File: config.mk
export PLATFORM = sky130hd
export DESIGN_NAME = ccip_std_afu
export DESIGN_NICKNAME = d
export VERILOG_FILES = /design/src/logic/ccip_shim_pkg.sv /design/src/logic/ccip_std_afu.sv
export VERILOG_INCLUDE_DIRS = /design/src /design/src/logic
export SDC_FILE = /design/constraint.sdc
export NUM_CORES = 1
export LEC_CHECK = 0
export BUFFER_PORTS_ARGS = -buffer_cell sky130_fd_sc_hd__buf_4
export CORE_MARGIN = 3
export CORE_UTILIZATION = 45
export DETAILED_ROUTE_END_ITERATION = 10
export PLACE_DENSITY_LB_ADDON = 0.1
export RECOVER_POWER = 25
export SETUP_SLACK_MARGIN = 0.15
export SLEW_MARGIN = 20
export SYNTH_ARGS = -nofsm -noshare
export SYNTH_HDL_FRONTEND = slang
export SYNTH_SLANG_ARGS = --single-unit
File: constraint.sdc
create_clock -name ccip_to_afu -period 17.25 [get_ports ccip_to_afu]
set_input_delay 3.45 -clock ccip_to_afu [delete_from_list [all_inputs] [get_ports ccip_to_afu]]
set_output_delay 3.45 -clock ccip_to_afu [all_outputs]
set_load 0.01 [all_outputs]
File: src/logic/ccip_shim_macros.svh
`ifndef CCIP_SHIM_MACROS_SVH
`define CCIP_SHIM_MACROS_SVH

// Host MMIO geometry as seen by the shim and the AFU
`define MMIO_ADDR_WIDTH 16
`define MMIO_DATA_WIDTH 64
`define MMIO_TID_WIDTH 9

// Word address into the single local memory bank, 256 words deep
`define LOCAL_MEM_ADDR_WIDTH 8

// Value returned by the AFU identifier register
`define AFU_ID_VALUE 64'h5c3a_1e07_b41f_7c0e

// AFU register map, byte offsets on 64 bit boundaries
`define CSR_AFU_ID 16'h0000
`define CSR_SCRATCH 16'h0008
`define CSR_MEM_ADDR 16'h0010
`define CSR_MEM_DATA 16'h0018
`define CSR_PWR_STATE 16'h0020

`endif

File: src/logic/ccip_shim_pkg.sv
`include "ccip_shim_macros.svh"

package ccip_shim_pkg;

    // ============================
    // Platform side types
    // ============================

    // Two bit platform power state, passed to the AFU after synchronization
    typedef logic [1:0] t_power_state;

    // Host to shim signals of a Wishbone classic cycle
    typedef struct packed
    {
        logic cyc;
        logic stb;
        logic we;
        logic [`MMIO_ADDR_WIDTH-1:0] adr;
        logic [`MMIO_DATA_WIDTH-1:0] dat;
    } t_wb_req;

    // Shim to host signals, dat only meaningful while ack is high
    typedef struct packed
    {
        logic ack;
        logic [`MMIO_DATA_WIDTH-1:0] dat;
    } t_wb_rsp;

    // ============================
    // CCI-P MMIO types
    // ============================

    // Header of an MMIO request, the tid ties a read to its response
    typedef struct packed
    {
        logic [`MMIO_ADDR_WIDTH-1:0] address;
        logic [`MMIO_TID_WIDTH-1:0] tid;
    } t_ccip_mmio_hdr;

    // Receive channel 0 carries MMIO reads and writes only
    typedef struct packed
    {
        logic mmio_rd_valid;
        logic mmio_wr_valid;
        t_ccip_mmio_hdr hdr;
        logic [`MMIO_DATA_WIDTH-1:0] data;
    } t_ccip_c0_rx;

    // Transmit channel 2 returns MMIO read data with the request tid
    typedef struct packed
    {
        logic mmio_rd_valid;
        logic [`MMIO_TID_WIDTH-1:0] tid;
        logic [`MMIO_DATA_WIDTH-1:0] data;
    } t_ccip_c2_tx;

    // ============================
    // Local memory types
    // ============================

    // AFU command to the bank, held until waitrequest is low
    typedef struct packed
    {
        logic [`LOCAL_MEM_ADDR_WIDTH-1:0] address;
        logic read;
        logic write;
        logic [`MMIO_DATA_WIDTH-1:0] writedata;
    } t_avmm_req;

    // Bank back-pressure and read return
    typedef struct packed
    {
        logic waitrequest;
        logic [`MMIO_DATA_WIDTH-1:0] readdata;
        logic readdatavalid;
    } t_avmm_rsp;

endpackage

File: src/logic/ccip_std_afu.sv
`timescale 1ns/100ps
`include "ccip_shim_macros.svh"

module ccip_std_afu
    import ccip_shim_pkg::*;
(
    input  logic         ccip_to_afu,
    input  logic         afu_reset,
    input  t_power_state afu_pwr_state,
    input  t_ccip_c0_rx  c0_rx,
    output t_ccip_c2_tx  c2_tx,
    output t_avmm_req    mem_req,
    input  t_avmm_rsp    mem_rsp
);

    logic [`MMIO_DATA_WIDTH-1:0] scratch;
    logic [`LOCAL_MEM_ADDR_WIDTH-1:0] mem_addr;
    logic mem_rd_wait;
    logic [`MMIO_TID_WIDTH-1:0] mem_rd_tid;
    logic slot_valid;
    logic [`MMIO_TID_WIDTH-1:0] slot_tid;
    logic [`MMIO_DATA_WIDTH-1:0] slot_data;
    logic [`MMIO_DATA_WIDTH-1:0] reg_rd_data;
    logic mem_accept;
    logic mem_busy;
    logic is_mem_data;

    assign is_mem_data = (c0_rx.hdr.address == `CSR_MEM_DATA);
    assign mem_accept = (mem_req.read || mem_req.write) && !mem_rsp.waitrequest;
    // Busy from command issue until a read returns its data
    assign mem_busy = mem_req.read || mem_req.write || mem_rd_wait;

    // ============================
    // Register read decode
    // ============================

    always_comb
    begin
        case (c0_rx.hdr.address)
            `CSR_AFU_ID:    reg_rd_data = `AFU_ID_VALUE;
            `CSR_SCRATCH:   reg_rd_data = scratch;
            `CSR_MEM_ADDR:
                reg_rd_data = {{(`MMIO_DATA_WIDTH-`LOCAL_MEM_ADDR_WIDTH){1'b0}}, mem_addr};
            `CSR_PWR_STATE:
                reg_rd_data = {{(`MMIO_DATA_WIDTH-$bits(t_power_state)){1'b0}}, afu_pwr_state};
            // Undefined offsets read as zero
            default:        reg_rd_data = '0;
        endcase
    end

    // ============================
    // MMIO handling and memory master
    // ============================

    always_ff @(posedge ccip_to_afu)
    begin
        if (afu_reset)
        begin
            scratch <= '0;
            mem_addr <= '0;
            mem_req.read <= 1'b0;
            mem_req.write <= 1'b0;
            mem_rd_wait <= 1'b0;
            slot_valid <= 1'b0;
            c2_tx.mmio_rd_valid <= 1'b0;
        end
        else
        begin
            c2_tx.mmio_rd_valid <= 1'b0;

            // The command is dropped in the cycle the bank takes it
            if (mem_accept)
            begin
                mem_req.read <= 1'b0;
                mem_req.write <= 1'b0;
                if (mem_req.read)
                    mem_rd_wait <= 1'b1;
            end

            // Memory read data goes straight back under its saved tid
            if (mem_rsp.readdatavalid && mem_rd_wait)
            begin
                mem_rd_wait <= 1'b0;
                c2_tx.mmio_rd_valid <= 1'b1;
                c2_tx.tid <= mem_rd_tid;
                c2_tx.data <= mem_rsp.readdata;
            end
            else if (slot_valid && !mem_busy)
            begin
                // A register answer held behind memory traffic leaves now
                slot_valid <= 1'b0;
                c2_tx.mmio_rd_valid <= 1'b1;
                c2_tx.tid <= slot_tid;
                c2_tx.data <= slot_data;
            end

            // Writes to read-only or unknown offsets fall through untouched
            if (c0_rx.mmio_wr_valid)
            begin
                case (c0_rx.hdr.address)
                    `CSR_SCRATCH:  scratch <= c0_rx.data;
                    `CSR_MEM_ADDR: mem_addr <= c0_rx.data[`LOCAL_MEM_ADDR_WIDTH-1:0];
                    `CSR_MEM_DATA:
                    begin
                        mem_req.write <= 1'b1;
                        mem_req.address <= mem_addr;
                        mem_req.writedata <= c0_rx.data;
                    end
                    default: ;
                endcase
            end

            if (c0_rx.mmio_rd_valid)
            begin
                if (is_mem_data)
                begin
                    mem_req.read <= 1'b1;
                    mem_req.address <= mem_addr;
                    mem_rd_tid <= c0_rx.hdr.tid;
                end
                else if (!mem_busy && !slot_valid)
                begin
                    c2_tx.mmio_rd_valid <= 1'b1;
                    c2_tx.tid <= c0_rx.hdr.tid;
                    c2_tx.data <= reg_rd_data;
                end
                else
                begin
                    // Keep responses in order behind an unfinished memory command
                    slot_valid <= 1'b1;
                    slot_tid <= c0_rx.hdr.tid;
                    slot_data <= reg_rd_data;
                end
            end
        end
    end

endmodule

==> results of run 1 <==
[worst reg2reg max path, cell delays in order, from the launching register on]
cell and delay [ps]:
dfxtp_1 360, nor4_1 740, nand3_4 280, buf_4 510, mux2_1 510
[through the flow]
| stage | utilization | std cells | setup slack [ps] |
|---|---|---|---|
| final | 0.577 | 1701 | 8280 |
| after global routing | 0.577 | 1701 | 8000 |
| after CTS | 0.594 | 1701 | 11180 |
| after detailed placement | 0.551 | 1639 | 10660 |
| after global placement | 0.551 | 1639 | 10680 |
| after floorplan | - | 1019 | 5770 |
[layout make-up]
type                            count  area, um^2  area share
Timing Repair Buffer              325        1940       0.120
Clock buffer                       48         987      0.0608
Tap cell                          378         473      0.0291
Sequential cell                   304        8360       0.515
Inverter                            5        20.0     0.00123
Clock inverter                     14         220      0.0136
Multi-Input combinational cell    627        4240       0.261
[how the worst min path moves through the flow]
stage	from	endpoint	depth (start not counted)
6_report	scratch[47]	scratch[47]	2
2_1_floorplan	scratch[1]	scratch[1]	2
3_5_place_dp	scratch[25]	scratch[25]	2
4_1_cts	scratch[25]	scratch[25]	2
3_3_place_gp	scratch[47]	scratch[47]	2
5_1_grt	scratch[47]	scratch[47]	2
[kinds of logic (layout without fill, tap and decap cells)]
kind of cell / after synthesis / in the layout / synth area share
compound gates: 263 / 263 / 0.111
buf+inv: 88 / 392 / 0.0359
flops: 304 / 304 / 0.642
mux: 155 / 155 / 0.127
simple gates: 209 / 209 / 0.0836
[state kept, by name, indices dropped and copies added, names as in the netlist]
register,flops
c2_tx,74
mem_rd_wait,1
slot_tid,9
mem_addr,8
mem_rd_tid,9
slot_valid,1
mem_req,74
slot_data,64
scratch,64
[layer usage]
layer / up-vias / track usage
met5: - / 0
met4: 0 / 0.0637
met3: 45 / 0.0570
met2: 308 / 0.357
met1: 4396 / 0.276
li1: 4385 / -
[cells in the final DEF, fill, tap and decap left out, types with 3 or more instances in the layout]
master	count
mux2_1	57
nand2_1	4
nand2b_1	3
or4_4	3
nor2_1	74
clkbuf_16	37
or4_1	3
clkbuf_1	141
nor3_1	3
nand3_1	72
o21ai_0	73
dfxtp_1	77
mux2i_1	74
clkbuf_4	11
a21oi_1	147
edfxtp_1	227
a22oi_1	3
mux2_2	24
inv_1	3
bufinv_16	6
buf_4	182
a22o_1	6
nor4_2	3
nor4_1	4
clkinv_2	5
a21o_1	29
and2_1	27
[power by group]
group	internal, mW	switching [mW]	leakage (nW)
Sequential	0.796	0.00626	2.85
Clock	0.489	0.280	0.589
Combinational	0.0448	0.0493	2.64
==> results.json, run 1 <==
{
  "antenna_found_initial": 0,
  "peakVddDrop_uv": 61.5,
  "drt-initial-drc-count": 500,
  "reg2reg_from": "mem_req[65]",
  "clkSinkCount": 304,
  "dpl_cell_area_um2": 15500,
  "fin_crit_sh": 0.520,
  "powerDensity_nw_per_um2": 103,
  "postCtsSetupBuffers": 0,
  "nets": 1458,
  "timing.rr.end": "c2_tx[25]",
  "gr-usage-all-layers": 0.214,
  "hold_class": "flop to flop",
  "io_buffers": 308,
  "leakage_nw": 6.07,
  "root_buffer": "clkbuf_16",
  "rr_worst_depth": 4,
  "critPathKind": "primary input to flop",
  "worst-path-buf-inv": 4,
  "rsz0062_at_grt": "no",
  "die_y_um": 176,
  "crit_required_ps": 17360,
  "met1_length_um": 14400,
  "ys_ff_latch": 304,
  "drv_cap": 2,
  "path_cells": "clkbuf_1 -> clkbuf_1 -> clkinvlp_2 -> buf_4",
  "grt_pass1_wl_um": 52200,
  "postSynthCellCount": 1019,
  "async_reset_ff_frac": 0,
  "yosys_warnings": 0,
  "timing.critical_path.slowest_cell_delay_ps": 1710,
  "dieArea_um2": 31000,
  "coreArea_um2": 28200,
  "synth_edf_count": 227,
  "synthFlopType": "edfxtp_1",
  "drtPass1Iterations": 5,
  "crit_arrival_ps": 9080,
  "synth_top_cell_by_area": "edfxtp_1",
  "crit_cells": 4,
  "drc": 0,
  "hpwl_um": 21100,
  "crit_path_end_kind": "flop",
  "vias": 9134,
  "cts_max_path_buffers": 3,
  "syn2layout_area_growth_pct": 24.8,
  "maxSlewViolCount": 84,
  "netlist.area_leader.share": 0.524,
  "tightest_slew_ps": 2280,
  "pin_count": 309,
  "finalSetupViolCount": 0,
  "met2_length_um": 16500,
  "synth.avg_cell_area_um2": 12.8,
  "finalHoldViolations": 0,
  "viasPerCell": 5.37,
  "cp_common_cell": "clkbuf_1",
  "tritoncts": "built",
  "ys_seq_area_frac": 0.642,
  "crit_slowest_cell": "clkbuf_1",
  "final_layout_size_suffix_gt1_frac": 0.217,
  "num_rows": 61,
  "ys_top_cells_by_count": "edfxtp_1 (227), a21oi_1 (147), dfxtp_1 (77), mux2i_1 (74), nor2_1 (74)",
  "gp_congestion": 0.781,
  "clk_pin_slew_worst_paths_ps": 60,
  "max_freq_mhz": 112,
  "hold_ws_ps": 468,
  "crit_path_start": "afu_reset",
  "worstPathMaxFanout": 63,
  "nFillCells": 2480,
  "gr-total-overflow": 0,
  "max_slew_margin": -0.522,
  "period_needed_ps": 8970,
  "htree_levels": 2,
  "fin_skew_ps": 15.0,
  "postLayoutCellArea_um2": 16200,
  "route.met3.wl_um": 2600,
  "numCtsBuffers": 34,
  "grt_pass1_vias": 9276,
  "netlist_area_um2": 13000,
  "hold_buffers": 0,
  "ant_nets": 0,
  "wl_um": 34300,
  "crit_path_end": "c2_tx[57]",
  "highest_layer": "met4",
  "cp-start-kind": "primary input",
  "antennaDiodeCount": 0,
  "grt_max_degree": 96,
  "rrSetupSlack_ps": 14600,
  "synthTopCellsByArea": "edfxtp_1 (52%), dfxtp_1 (12%), mux2i_1 (5.7%), a21oi_1 (5.7%), mux2_1 (4.9%)",
  "critical_path.top_delay_family": "buffers and inverters",
  "yosysMostFrequentCell": "edfxtp_1",
  "cts_resized": 0,
  "initial_utilization": 0.462,
  "routedWlPerCell_um": 20.2,
  "tns_ps": 0,
  "clk_latency_ps": 500,
  "outcome": "finished with violations",
  "fp.dieW_um": 176,
  "synth_cell_types": 38,
  "syn_nets": 1180,
  "power.total_mw": 1.67,
  "violations": "max-capacitance violations, max-slew violations"
}
(Power assumes the default switching activity.)
==> run 2, diff against run 1 <==
- clock period: 17.25 -> 9.2 ns (I/O delays scaled with it)
==> results.json, run 2 (synthesized netlist as in run 1, its figures left out) <==
{
  "gr-total-overflow": 0,
  "timing.critical_path.slowest_cell_delay_ps": 1650,
  "pin_count": 309,
  "maxSlewViolCount": 84,
  "rrSetupSlack_ps": 6330,
  "die_y_um": 176,
  "clk_pin_slew_worst_paths_ps": 60,
  "finalHoldViolations": 0,
  "tightest_slew_ps": 2360,
  "grt_util_met2": 0.363,
  "gr-usage-all-layers": 0.214,
  "max_slew_margin": -0.574,
  "vias": 9132,
  "timing.rr.end": "c2_tx[25]",
  "min_from": "scratch[35]",
  "finalSetupViolCount": 0,
  "crit_path_end_kind": "flop",
  "fin_skew_ps": 11.3,
  "drt-initial-drc-count": 634,
  "coreArea_um2": 28200,
  "initial_utilization": 0.462,
  "dieArea_um2": 31000,
  "clk_latency_ps": 550,
  "num_rows": 61,
  "holdPathStages": 2,
  "dp_cells": 1640,
  "fp.dieW_um": 176,
  "most-common-layout-cells": "edfxtp_1 (227), buf_4 (199), a21oi_1 (147)",
  "grt_pass1_wl_um": 52700,
  "reg2reg_from": "mem_req[65]",
  "tritoncts": "built",
  "outcome": "finished with violations",
  "drv_cap": 2,
  "max_freq_mhz": 186,
  "htree_levels": 1,
  "cts_resized": 0,
  "syn2layout_area_growth_pct": 23.5,
  "worstPathMaxFanout": 73,
  "hold_class": "flop to flop",
  "tns_ps": 0,
  "numCtsBuffers": 31,
  "violations": "max-capacitance violations, max-slew violations",
  "crit_path_start": "afu_reset",
  "worst-path-buf-inv": 3,
  "drtPass1Iterations": 5,
  "final_layout_size_suffix_gt1_frac": 0.228,
  "crit_cells": 4,
  "layout.cells.most_common": "edfxtp_1",
  "use_met3": 0.0527,
  "crit_arrival_ps": 5580,
  "drc": 0,
  "hold_path_end": "scratch[35]",
  "postCtsSetupBuffers": 0,
  "routedWlPerCell_um": 20.3,
  "path_cells": "clkbuf_1 -> clkbuf_1 -> nor4_4 -> buf_6",
  "io_buffers": 308,
  "cp_common_cell": "clkbuf_1",
  "ant_nets": 0,
  "crit_required_ps": 9400,
  "grt_max_degree": 84,
  "grt_pass1_vias": 9272,
  "cts_max_path_buffers": 3,
  "powerDensity_nw_per_um2": 177,
  "rsz0062_at_grt": "no",
  "crit_slowest_cell": "clkbuf_1",
  "period_needed_ps": 5380,
  "nets": 1456,
  "critical_path.top_delay_family": "buffers and inverters",
  "rr_worst_depth": 6,
  "fin_cells": 1698,
  "clkSinkCount": 304,
  "hpwl_um": 21300,
  "root_buffer": "clkbuf_16",
  "hold_ws_ps": 467,
  "hold_buffers": 0,
  "antenna_found_initial": 1,
  "cp-start-kind": "primary input",
  "peakVddDrop_uv": 163,
  "gp_congestion": 0.775,
  "top_regs": "c2_tx x74, mem_req x74",
  "leakage_nw": 6.03,
  "grtUsageMet1": 0.281,
  "grt-busiest-layer": "met2",
  "critPathKind": "primary input to flop",
  "fin_crit_sh": 0.585,
  "viasPerCell": 5.38,
  "wl_um": 34500
}
-- run 2: tightest hold or removal path, delay by kind of cell (launching register included) --
kind           cells  cell delay (ps)
flip-flops         1              300
AO/OA/AOI/OAI      2              120
-- run 2: worst max path at each step --
stage | end | slack [ps]
global placement | c2_tx[8] | 4170
floorplan | mem_req[0] | 1300
detailed placement | c2_tx[14] | 4160
CTS | c2_tx[14] | 4750
finish | slot_data[35] | 3820
global route | slot_data[35] | 3580
-- run 2: power by group --
| part | switching (mW) | internal, mW | leakage [nW] |
|---|---|---|---|
| logic | 0.0929 | 0.0864 | 2.73 |
| clock network | 0.506 | 0.649 | 0.449 |
| registers | 0.0116 | 1.49 | 2.85 |
-- run 2: metal layers --
metal	share of wire	vias to the layer above
li1	-	4381
met1	0.42	4402
met2	0.49	303
met3	0.076	46
met4	0.020	0
met5	0	-
-- run 2: cell type report --
class	count	area [um^2]
diodes	1	2.50
clock buffers	46	872
clock inverters	11	50.0
fillers	2473	12100
inverters	5	21.3
multi-input cells	627	4250
flip-flops and latches	304	8360
well taps	378	473
repair buffers	326	2040
-- run 2: per-stage QoR --
stage               instance area, um^2  worst slack (ps)  power [mW]  utilization
global placement                  15500              4170        1.72        0.552
finish                            16100              3820        2.84        0.571
CTS                               16500              4750        2.88        0.585
global route                      16100              3580        2.93        0.571
detailed placement                15500              4160        1.73        0.552
floorplan                         13000              1300        1.61            -
