### config.mk
export PLATFORM = sky130hd
export DESIGN_NAME = host_chan_as_ccip
export DESIGN_NICKNAME = d
export VERILOG_FILES = /design/src/logic/ccip_shim_pkg.sv /design/src/logic/host_chan_as_ccip.sv
export VERILOG_INCLUDE_DIRS = /design/src /design/src/logic
export SDC_FILE = /design/constraint.sdc
export NUM_CORES = 1
export LEC_CHECK = 0
export BUFFER_PORTS_ARGS = -buffer_cell sky130_fd_sc_hd__buf_2
export CORE_AREA = 2 2 124 126
export CTS_BUF_LIST = sky130_fd_sc_hd__clkbuf_4 sky130_fd_sc_hd__clkbuf_8
export DETAILED_ROUTE_END_ITERATION = 8
export DIE_AREA = 0 0 126 128
export GPL_ROUTABILITY_DRIVEN = 0
export PLACE_DENSITY = 0.72
export SYNTH_ARGS = -nofsm -noshare
export SYNTH_HDL_FRONTEND = slang
export SYNTH_SLANG_ARGS = --single-unit
### constraint.sdc
create_clock -name ccip_to_afu -period 9.7 [get_ports ccip_to_afu]
set_input_delay 0.485 -clock ccip_to_afu [delete_from_list [all_inputs] [get_ports ccip_to_afu]]
set_output_delay 0.485 -clock ccip_to_afu [all_outputs]
set_load 0.05 [all_outputs]
### src/logic/ccip_shim_macros.svh
`ifndef CCIP_SHIM_MACROS_SVH
`define CCIP_SHIM_MACROS_SVH

// Host MMIO geometry as seen by the shim and the AFU
`define MMIO_ADDR_WIDTH 16
`define MMIO_DATA_WIDTH 64
`define MMIO_TID_WIDTH 9

// Word address into the single local memory bank, 256 words deep
`define LOCAL_MEM_ADDR_WIDTH 8

// Value returned by the AFU identifier register
`define AFU_ID_VALUE 64'h5c3a_1e07_b41f_7c0e

// AFU register map, byte offsets on 64 bit boundaries
`define CSR_AFU_ID 16'h0000
`define CSR_SCRATCH 16'h0008
`define CSR_MEM_ADDR 16'h0010
`define CSR_MEM_DATA 16'h0018
`define CSR_PWR_STATE 16'h0020

`endif

### src/logic/ccip_shim_pkg.sv
`include "ccip_shim_macros.svh"

package ccip_shim_pkg;

    // ============================
    // Platform side types
    // ============================

    // Two bit platform power state, passed to the AFU after synchronization
    typedef logic [1:0] t_power_state;

    // Host to shim signals of a Wishbone classic cycle
    typedef struct packed
    {
        logic cyc;
        logic stb;
        logic we;
        logic [`MMIO_ADDR_WIDTH-1:0] adr;
        logic [`MMIO_DATA_WIDTH-1:0] dat;
    } t_wb_req;

    // Shim to host signals, dat only meaningful while ack is high
    typedef struct packed
    {
        logic ack;
        logic [`MMIO_DATA_WIDTH-1:0] dat;
    } t_wb_rsp;

    // ============================
    // CCI-P MMIO types
    // ============================

    // Header of an MMIO request, the tid ties a read to its response
    typedef struct packed
    {
        logic [`MMIO_ADDR_WIDTH-1:0] address;
        logic [`MMIO_TID_WIDTH-1:0] tid;
    } t_ccip_mmio_hdr;

    // Receive channel 0 carries MMIO reads and writes only
    typedef struct packed
    {
        logic mmio_rd_valid;
        logic mmio_wr_valid;
        t_ccip_mmio_hdr hdr;
        logic [`MMIO_DATA_WIDTH-1:0] data;
    } t_ccip_c0_rx;

    // Transmit channel 2 returns MMIO read data with the request tid
    typedef struct packed
    {
        logic mmio_rd_valid;
        logic [`MMIO_TID_WIDTH-1:0] tid;
        logic [`MMIO_DATA_WIDTH-1:0] data;
    } t_ccip_c2_tx;

    // ============================
    // Local memory types
    // ============================

    // AFU command to the bank, held until waitrequest is low
    typedef struct packed
    {
        logic [`LOCAL_MEM_ADDR_WIDTH-1:0] address;
        logic read;
        logic write;
        logic [`MMIO_DATA_WIDTH-1:0] writedata;
    } t_avmm_req;

    // Bank back-pressure and read return
    typedef struct packed
    {
        logic waitrequest;
        logic [`MMIO_DATA_WIDTH-1:0] readdata;
        logic readdatavalid;
    } t_avmm_rsp;

endpackage

### src/logic/host_chan_as_ccip.sv
`timescale 1ns/100ps
`include "ccip_shim_macros.svh"

module host_chan_as_ccip
    import ccip_shim_pkg::*;
(
    input  logic         ccip_to_afu,
    input  logic         reset,
    input  t_wb_req      wb_req,
    output t_wb_rsp      wb_rsp,
    input  t_power_state pwr_state,
    output t_ccip_c0_rx  c0_rx,
    input  t_ccip_c2_tx  c2_tx,
    output logic         afu_reset,
    output t_power_state afu_pwr_state
);

    // One host cycle is in flight at a time, so a four state walk is enough
    typedef enum logic [1:0]
    {
        ST_IDLE,
        ST_ISSUE,
        ST_WAIT_RSP,
        ST_ACK
    } t_state;

    t_state state;
    logic [`MMIO_TID_WIDTH-1:0] tid_cnt;
    t_power_state pwr_meta;
    logic rsp_match;

    // A response belongs to us only when its tid matches the issued header
    assign rsp_match = c2_tx.mmio_rd_valid && (c2_tx.tid == c0_rx.hdr.tid);

    // ============================
    // Host cycle to MMIO request
    // ============================

    always_ff @(posedge ccip_to_afu)
    begin
        if (reset)
        begin
            state <= ST_IDLE;
            tid_cnt <= '0;
            c0_rx.mmio_rd_valid <= 1'b0;
            c0_rx.mmio_wr_valid <= 1'b0;
            wb_rsp.ack <= 1'b0;
        end
        else
        begin
            // Request valids are single cycle pulses
            c0_rx.mmio_rd_valid <= 1'b0;
            c0_rx.mmio_wr_valid <= 1'b0;

            case (state)
                ST_IDLE:
                begin
                    if (wb_req.cyc && wb_req.stb)
                    begin
                        // Capture the cycle and tag it with the next tid
                        c0_rx.mmio_rd_valid <= !wb_req.we;
                        c0_rx.mmio_wr_valid <= wb_req.we;
                        c0_rx.hdr.address <= wb_req.adr;
                        c0_rx.hdr.tid <= tid_cnt;
                        c0_rx.data <= wb_req.dat;
                        tid_cnt <= tid_cnt + 1'b1;
                        state <= ST_ISSUE;
                    end
                end

                ST_ISSUE:
                begin
                    // Writes are posted, so they are acknowledged right away
                    if (wb_req.we)
                    begin
                        wb_rsp.ack <= 1'b1;
                        state <= ST_ACK;
                    end
                    else
                    begin
                        state <= ST_WAIT_RSP;
                    end
                end

                ST_WAIT_RSP:
                begin
                    if (rsp_match)
                    begin
                        wb_rsp.ack <= 1'b1;
                        wb_rsp.dat <= c2_tx.data;
                        state <= ST_ACK;
                    end
                end

                default:
                begin
                    // The host drops stb after seeing ack, so return to idle
                    wb_rsp.ack <= 1'b0;
                    state <= ST_IDLE;
                end
            endcase
        end
    end

    // ============================
    // AFU reset and power state
    // ============================

    // One timing register on the reset seen by the AFU
    always_ff @(posedge ccip_to_afu)
    begin
        afu_reset <= reset;
    end

    // Two flop synchronizer for the platform power state
    always_ff @(posedge ccip_to_afu)
    begin
        if (reset)
        begin
            pwr_meta <= '0;
            afu_pwr_state <= '0;
        end
        else
        begin
            pwr_meta <= pwr_state;
            afu_pwr_state <= pwr_meta;
        end
    end

endmodule

==> impl_results.md, run 1 <==
- R2r startpoint: c0_rx[68]
- Largest family of logic cells by synthesized area: simple AND/OR/NAND/NOR gates
- Initial detailed-routing violation count: 309
- Final Cell Area: 0.00778 mm^2
- Worst-Skew Late Latency: 0.45 ns
- Crit path cell chain: xnor2_1 -> nand2_1 -> or4_1 -> nor3b_2 -> buf_4
- Synth unique cells: 28
- Row count: 45
- Clock share of power: 31.6%
- Worst R2R Setup Slack: 7.13 ns
- Tot GR Track Use: 16.1%
- Critical path type: flip-flop to flip-flop
- CTS Sinks: 172
- Largest net degree at the start of global routing: 78
- Total of max-cap violations: 0
- Slew HR: 36.5%
- N_diodes: 0
- CTS buffer count: 17
- Main synth FF type: edfxtp_1
- Area grow syn2layout: 40.7%
- CP required: 9.77 ns
- Worst setup EP type: flip-flop
- Fill count: 1260
- Syn Nets: 420
- Nature of the critical path startpoint: flip-flop
- Period utilization: 26.5%
- Clock tree root driver cell: clkbuf_8
- Crit path largest cell delay: 0.63 ns
- Post-Syn Area: 0.00553 mm^2
- Share of the synthesized area in the top cell type: 83.1%
- Final hold violations: 0
- Setup Skew: 0.0145 ns
- H-tree levels: 4
- Vias in the first global route: 3604
- # port buffers: 319
- Clock Path Buffers: 2
- Routed wire length: 13.2 mm
- Routed vias/inst: 4.48
- Hold Crit Start: c2_tx[15]
- Count of flip-flops with a built-in enable after synthesis: 153
- Initial Util: 37.2%
- Placed wire-length estimate: 10.3 mm
- Status: finished, final reports clean
- Sequential power share: 54.6%
- Drt drc: 0
- Final Max Slew Viols: 0
- Die X: 126 um
- Worst min-delay path endpoint: wb_rsp[15]
- CTS tree: yes
- Mean Syn Cell Area: 21.8 um^2
- RSZ-0062 raised after global routing: no
- Synthesized-area fraction occupied by adder cells: 1.13%
- Class of the worst hold path: input port to flip-flop
- CTS resizes: 0
- Layout cells sized above 1: 59.9%
- Yosys Warn Count: 0
- Post-Synth XOR/XNOR Area: 2.38%
- Mux share of post-synthesis cell area: 0%
- Synth Register Bits: 172
- Post-CTS Setup Inserts: 0
- P_int: 1120 uW
- Pleak: 0.00321 uW
- Chip height: 128 um
- Setup TNS: 0 ns
- CORE AREA: 0.0149 mm^2
- Hold Buf Count CTS: 0
- Critical path fanouts, max: 64
- # nets final: 757
- Crit path max-delay cell type: buf_4
- Logic gate share of total power: 13.8%
- Critical path data arrival time: 2.64 ns
- Clk pin slew, worst setup/hold paths: 0.10 ns
- Synth top area cells: edfxtp_1 (83%), dfxtp_1 (6.9%), xnor2_1 (1.6%)
- Reg2reg end: wb_rsp[32]
- Final setup vio count: 0
- Final core occ: 52.3%
- Via count: 3550
- CP Buf/Inv Count: 1
- Routed Antenna Nets: 0
- DRT Pass-1 Iters: 4
- Cell Area, Placed: 0.00737 mm^2
- Initial antenna violation count: 0
- Per-cell routed wire length: 16.7 um
- Max Fclk: 389 MHz
- Slew @ Worst Pin: 0.953 ns
- Post-synth ARST share: 0%
- Crit path time final: 2.57 ns
- Worst Reg-to-Reg Cells: 5
- CP delay by family, top: simple AND/OR/NAND/NOR gates
- Cells after synthesis: 254
- IO Pins: 320
- Area leader, netlist: edfxtp_1
- Post-synthesis simple-gate area fraction: 3.60%
- Synth Area in Compound Gates: 2.33%
- GRT overflow: 0
- Switching Share: 28.3%
- NetSw: 444 uW
- PwrDens: 202 mW/mm^2
- Worst IR drop on VDD: 0.0000999 V
- Register area share after synthesis: 90.0%
- Hold depth: 1
- Die Footprint: 0.0161 mm^2
- First-pass GRT wire length: 19.1 mm
==> cells in the mapped netlist (3+ instances only) <==
cell type	count
a211o_2	3
a21oi_1	4
dfxtp_1	19
edfxtp_1	153
ha_1	5
inv_1	5
nand2_1	12
nand4_1	3
nor2_1	8
nor2b_1	4
o21ai_0	4
xnor2_1	10
xor2_1	5
==> power groups by stage <==
stage | Combinational [uW] | Sequential, uW | Clock, uW
after floorplan | 60.7 | 960 | 0
after global placement | 211 | 871 | 0
after detailed placement | 219 | 873 | 0
after CTS | 219 | 856 | 513
after global routing | 232 | 859 | 540
final | 217 | 856 | 495
==> cell families (layout without fill, tap and decap cells) <==
group | after synthesis | count (layout)
AOI/OAI and AO/OA | 15 | 15
xor gates and xnor gates | 15 | 15
adders and majority gates | 5 | 5
buffers and inverters | 8 | 358
DFF | 172 | 172
and+or+nand+nor | 39 | 39
==> state kept, by name, summed over array words and instances, names as in the netlist <==
signal,count
c0_rx,91
wb_rsp,65
tid_cnt,9
afu_pwr_state,2
pwr_meta,2
state,2
afu_reset,1
==> cell usage in the layout (no fill, tap or decap) <==
master      Yosys  routed
edfxtp_1      153     153
nand2b_1        1       1
nand3_1         1       1
ha_1            5       5
buf_4           0       2
nor2b_1         4       4
nor3b_2         0       1
and3_1          2       2
o41ai_2         1       1
a21oi_1         4       4
inv_6           0       3
inv_8           0       5
a211o_2         3       3
o41ai_4         1       1
nor3_1          2       2
nor2_1          8       7
nand2_2         1       1
clkinv_4        0       4
inv_1           5       5
bufinv_16       0       1
o31ai_1         1       1
clkinvlp_4      0       1
nand2_1        12      12
xor2_1          5       5
nor2_4          0       1
or3_1           2       2
clkinv_8        0       1
a211oi_1        1       1
xnor2_1        10      10
dfxtp_1        19      19
or4_1           1       1
o21ai_0         4       4
clkbuf_8        0      17
nand4_1         3       3
buf_2           1     319
nand4_2         1       1
==> how the worst max path moves through the flow <==
stage | endpoint | startpoint | cells past startpoint | slack (ns)
floorplan | wb_rsp[0] | c0_rx[68] | 4 | 2.97
global placement | wb_rsp[55] | c2_tx[68] | 6 | 7.06
detailed placement | wb_rsp[28] | c2_tx[72] | 6 | 6.98
CTS | wb_rsp[55] | c0_rx[68] | 5 | 7.10
global route | c0_rx[45] | state[0] | 5 | 6.96
finish | wb_rsp[32] | c0_rx[68] | 5 | 7.13
==> metal layers <==
layer  GRT usage (%)  vias up  wire, um
met5               0        -         0
li1                -     1645         -
met3            6.39       22      1160
met2            27.7      198      6960
met4            6.46        0       225
met1            17.8     1685      4890
==> layout make-up <==
class | instances | area, um^2 | area share (%)
Clock buffer | 17 | 234 | 3.01
Clock inverter | 15 | 171 | 2.20
Inverter | 5 | 18.8 | 0.241
Multi-Input combinational cell | 74 | 534 | 6.87
Sequential cell | 172 | 4970 | 63.9
Tap cell | 188 | 235 | 3.02
Timing Repair Buffer | 321 | 1610 | 20.7
==> through the flow <==
step,std cells,hold WS [ns],power [uW],worst slack (ns)
after global placement,760,0.426,1080,7.06
after floorplan,254,0.414,1020,2.97
final,792,0.205,1570,7.13
after global routing,792,0.150,1630,6.96
after detailed placement,760,0.436,1090,6.98
after CTS,792,0.160,1590,7.10
Power figures use the tool's default switching activity.
==> run 2, diff against run 1 <==
--- a/config.mk
+++ b/config.mk
@@ -6,13 +6,14 @@
 export SDC_FILE = /design/constraint.sdc
 export NUM_CORES = 1
 export LEC_CHECK = 0
+export ABC_AREA = 1
 export BUFFER_PORTS_ARGS = -buffer_cell sky130_fd_sc_hd__buf_2
 export CORE_AREA = 2 2 124 126
 export CTS_BUF_LIST = sky130_fd_sc_hd__clkbuf_4 sky130_fd_sc_hd__clkbuf_8
 export DETAILED_ROUTE_END_ITERATION = 8
 export DIE_AREA = 0 0 126 128
 export GPL_ROUTABILITY_DRIVEN = 0
-export PLACE_DENSITY = 0.72
+export PLACE_DENSITY = 0.76
 export SYNTH_ARGS = -nofsm -noshare
 export SYNTH_HDL_FRONTEND = slang
 export SYNTH_SLANG_ARGS = --single-unit
==> constraint.sdc (replaced) <==
create_clock -name ccip_to_afu -period 2.3 [get_ports ccip_to_afu]
set_input_delay 0.115 -clock ccip_to_afu [delete_from_list [all_inputs] [get_ports ccip_to_afu]]
set_output_delay 0.115 -clock ccip_to_afu [all_outputs]
set_load 0.05 [all_outputs]
==> run 2 against run 1 <==
  * Non-clock buffer count increased by 157
  * Clock skew grew 0.0036 ns
  * Clock power grew to 4.1 times the previous value
  * Count of clock-buffer cells in the layout up 1
  * Critical path type unchanged
  * Highest routed layer unchanged
==> impl_results.md, run 2 <==
- Clock Path Buffers: 2
- Slew HR: 63.7%
- Nature of the critical path startpoint: flip-flop
- Routed vias/inst: 4.59
- IO Pins: 320
- Routed wire length: 18.5 mm
- Class of the worst hold path: input port to flip-flop
- Yosys Warn Count: 0
- First-pass GRT wire length: 26.7 mm
- N_diodes: 0
- Pleak: 0.00406 uW
- Largest net degree at the start of global routing: 65
- Post-Syn Area: 0.00562 mm^2
- Die Footprint: 0.0161 mm^2
- Die X: 126 um
- Cells after synthesis: 302
- Worst setup EP type: flip-flop
- Synth Register Bits: 172
- Worst-Skew Late Latency: 0.45 ns
- Critical path type: flip-flop to flip-flop
- R2r startpoint: c0_rx[72]
- Worst R2R Setup Slack: 0.43 ns
- Final core occ: 63.9%
- Crit path time final: 1.87 ns
- Tot GR Track Use: 22.4%
- Clk pin slew, worst setup/hold paths: 0.09 ns
- Post-synth ARST share: 0%
- Status: finished, final reports clean
- Per-cell routed wire length: 18.5 um
- Layout cells sized above 1: 46.6%
- Vias in the first global route: 4835
- Register area share after synthesis: 88.5%
- H-tree levels: 4
- CTS buffer count: 17
- Mux share of post-synthesis cell area: 0%
- Share of the synthesized area in the top cell type: 81.7%
- Final setup vio count: 0
- Final hold violations: 0
- Max Fclk: 535 MHz
- CP required: 2.42 ns
- Post-Synth XOR/XNOR Area: 0.312%
- Post-CTS Setup Inserts: 0
- Cell Area, Placed: 0.00762 mm^2
- Slew @ Worst Pin: 0.544 ns
- Period utilization: 81.2%
- Mean Syn Cell Area: 18.6 um^2
- Post-synth top cells: edfxtp_1 (153), nand2_1 (33), nor2_1 (27)
- CORE AREA: 0.0149 mm^2
- Worst IR drop on VDD: 0.000481 V
- Setup Skew: 0.0181 ns
- Max reg flops: 91
- Final Cell Area: 0.00950 mm^2
- Biggest regs: c0_rx (91), wb_rsp (65), tid_cnt (9)
- Critical path data arrival time: 1.98 ns
- Synth top area cells: edfxtp_1 (82%), dfxtp_1 (6.8%), nand2_1 (2.2%)
- Main synth FF type: edfxtp_1
- Initial detailed-routing violation count: 290
- Hold WS: 0.0480 ns
- Hold Crit Start: wb_req[82]
- RSZ-0062 raised after global routing: no
- Placed wire-length estimate: 11.7 mm
- Most common cell in the netlist: edfxtp_1
- Synthesized-area fraction occupied by adder cells: 1.11%
- Largest family of logic cells by synthesized area: simple AND/OR/NAND/NOR gates
- Routed Antenna Nets: 0
- Area grow syn2layout: 68.9%
- Synth Area in Compound Gates: 1.60%
- GRT overflow: 0
- CTS tree: yes
- Final Max Slew Viols: 0
- Clock tree root driver cell: clkbuf_8
- PwrDens: 721 mW/mm^2
- Chip height: 128 um
- Syn Nets: 468
- # nets final: 964
- Total of max-cap violations: 0
- Synth unique cells: 26
- Most flops, register: c0_rx
- Via count: 4581
- Initial Util: 37.8%
- # port buffers: 319
- Commonest non-fill, non-tap cells in the layout: buf_2 (319), edfxtp_1 (153), dlygate4sd3_1 (150)
- DRT Pass-1 Iters: 5
- Critical Path Source: c0_rx[72]
- CTS Sinks: 172
- Initial antenna violation count: 0
- Most common cell after layout, fill and taps aside: buf_2
- Drt drc: 0
- Row count: 45
- Area leader, netlist: edfxtp_1
- Setup TNS: 0 ns
- Count of flip-flops with a built-in enable after synthesis: 153
- Critical path fanouts, max: 64
- Post-synthesis simple-gate area fraction: 6.56%
[run 2: cell types whose count changed after synthesis, moves of 3 or more]
cell     previous run  this run
a211o_2             3         0
a21oi_1             4         8
nand2_1            12        33
xnor2_1            10         0
nand3_1             1         5
nor2b_1             4         0
xor2_1              5         2
inv_1               5        26
nor2_1              8        27
[run 2: worst paths after layout]
check / endpoint / cells past startpoint
setup reg to reg: wb_rsp[23] / 6
hold reg to reg: afu_pwr_state[1] / 2
hold / removal: c0_rx[89] / 3
setup / recovery: wb_rsp[23] / 6
[run 2: worst max-delay path, cell delays in order, from the launching register on]
cell and delay [ns]:
edfxtp_1 0.42, nor2_1 0.15, nor2_1 0.06, nor2_1 0.10
nand2_1 0.12, nor4_4 0.31, buf_12 0.35
[run 2: layer usage]
layer	GRT usage [%]	wire length [um]	up-vias
met2	42.5	10300	234
met4	10.1	545	0
met3	5.51	1180	43
met1	23.4	6450	2226
met5	0	0	-
li1	-	-	2078
[run 2: power breakdown]
part	switching [uW]	total, uW	internal (uW)	leakage [uW]
clock network	1130	2020	890	0.000187
registers	62.9	3620	3550	0.00154
logic	738	1210	473	0.00233
[run 2: logic make-up after synthesis]
| family | Yosys count |
|---|---|
| AO/OA/AOI/OAI | 15 |
| XOR/XNOR | 2 |
| adder cells (fa/ha/maj) | 5 |
| buffers and inverters | 29 |
| flip-flops | 172 |
| AND/OR/NAND/NOR | 79 |
[run 2: timing repair]
action                    4_1_cts  5_1_grt
resized for setup               0        0
hold endpoints to repair      149        0
hold buffers                  150        0
[run 2: final cells by class]
class                      instances  area (um^2)
inverter                          28          105
fill                            1068         5370
timing repair buffer             478         3230
tap                              188          235
sequential                       172         4980
multi-input combinational        101          574
clock buffer                      18          241
clock inverter                    14          138
[run 2: metrics by stage]
step / std cells / setup WS [ns] / power, uW
after detailed placement: 817 / 0.433 / 4670
after global placement: 817 / 0.550 / 4630
after floorplan: 302 / -1.26 / 4310
after CTS: 999 / 0.424 / 6870
after global routing: 999 / 0.296 / 7100
final: 999 / 0.432 / 6850
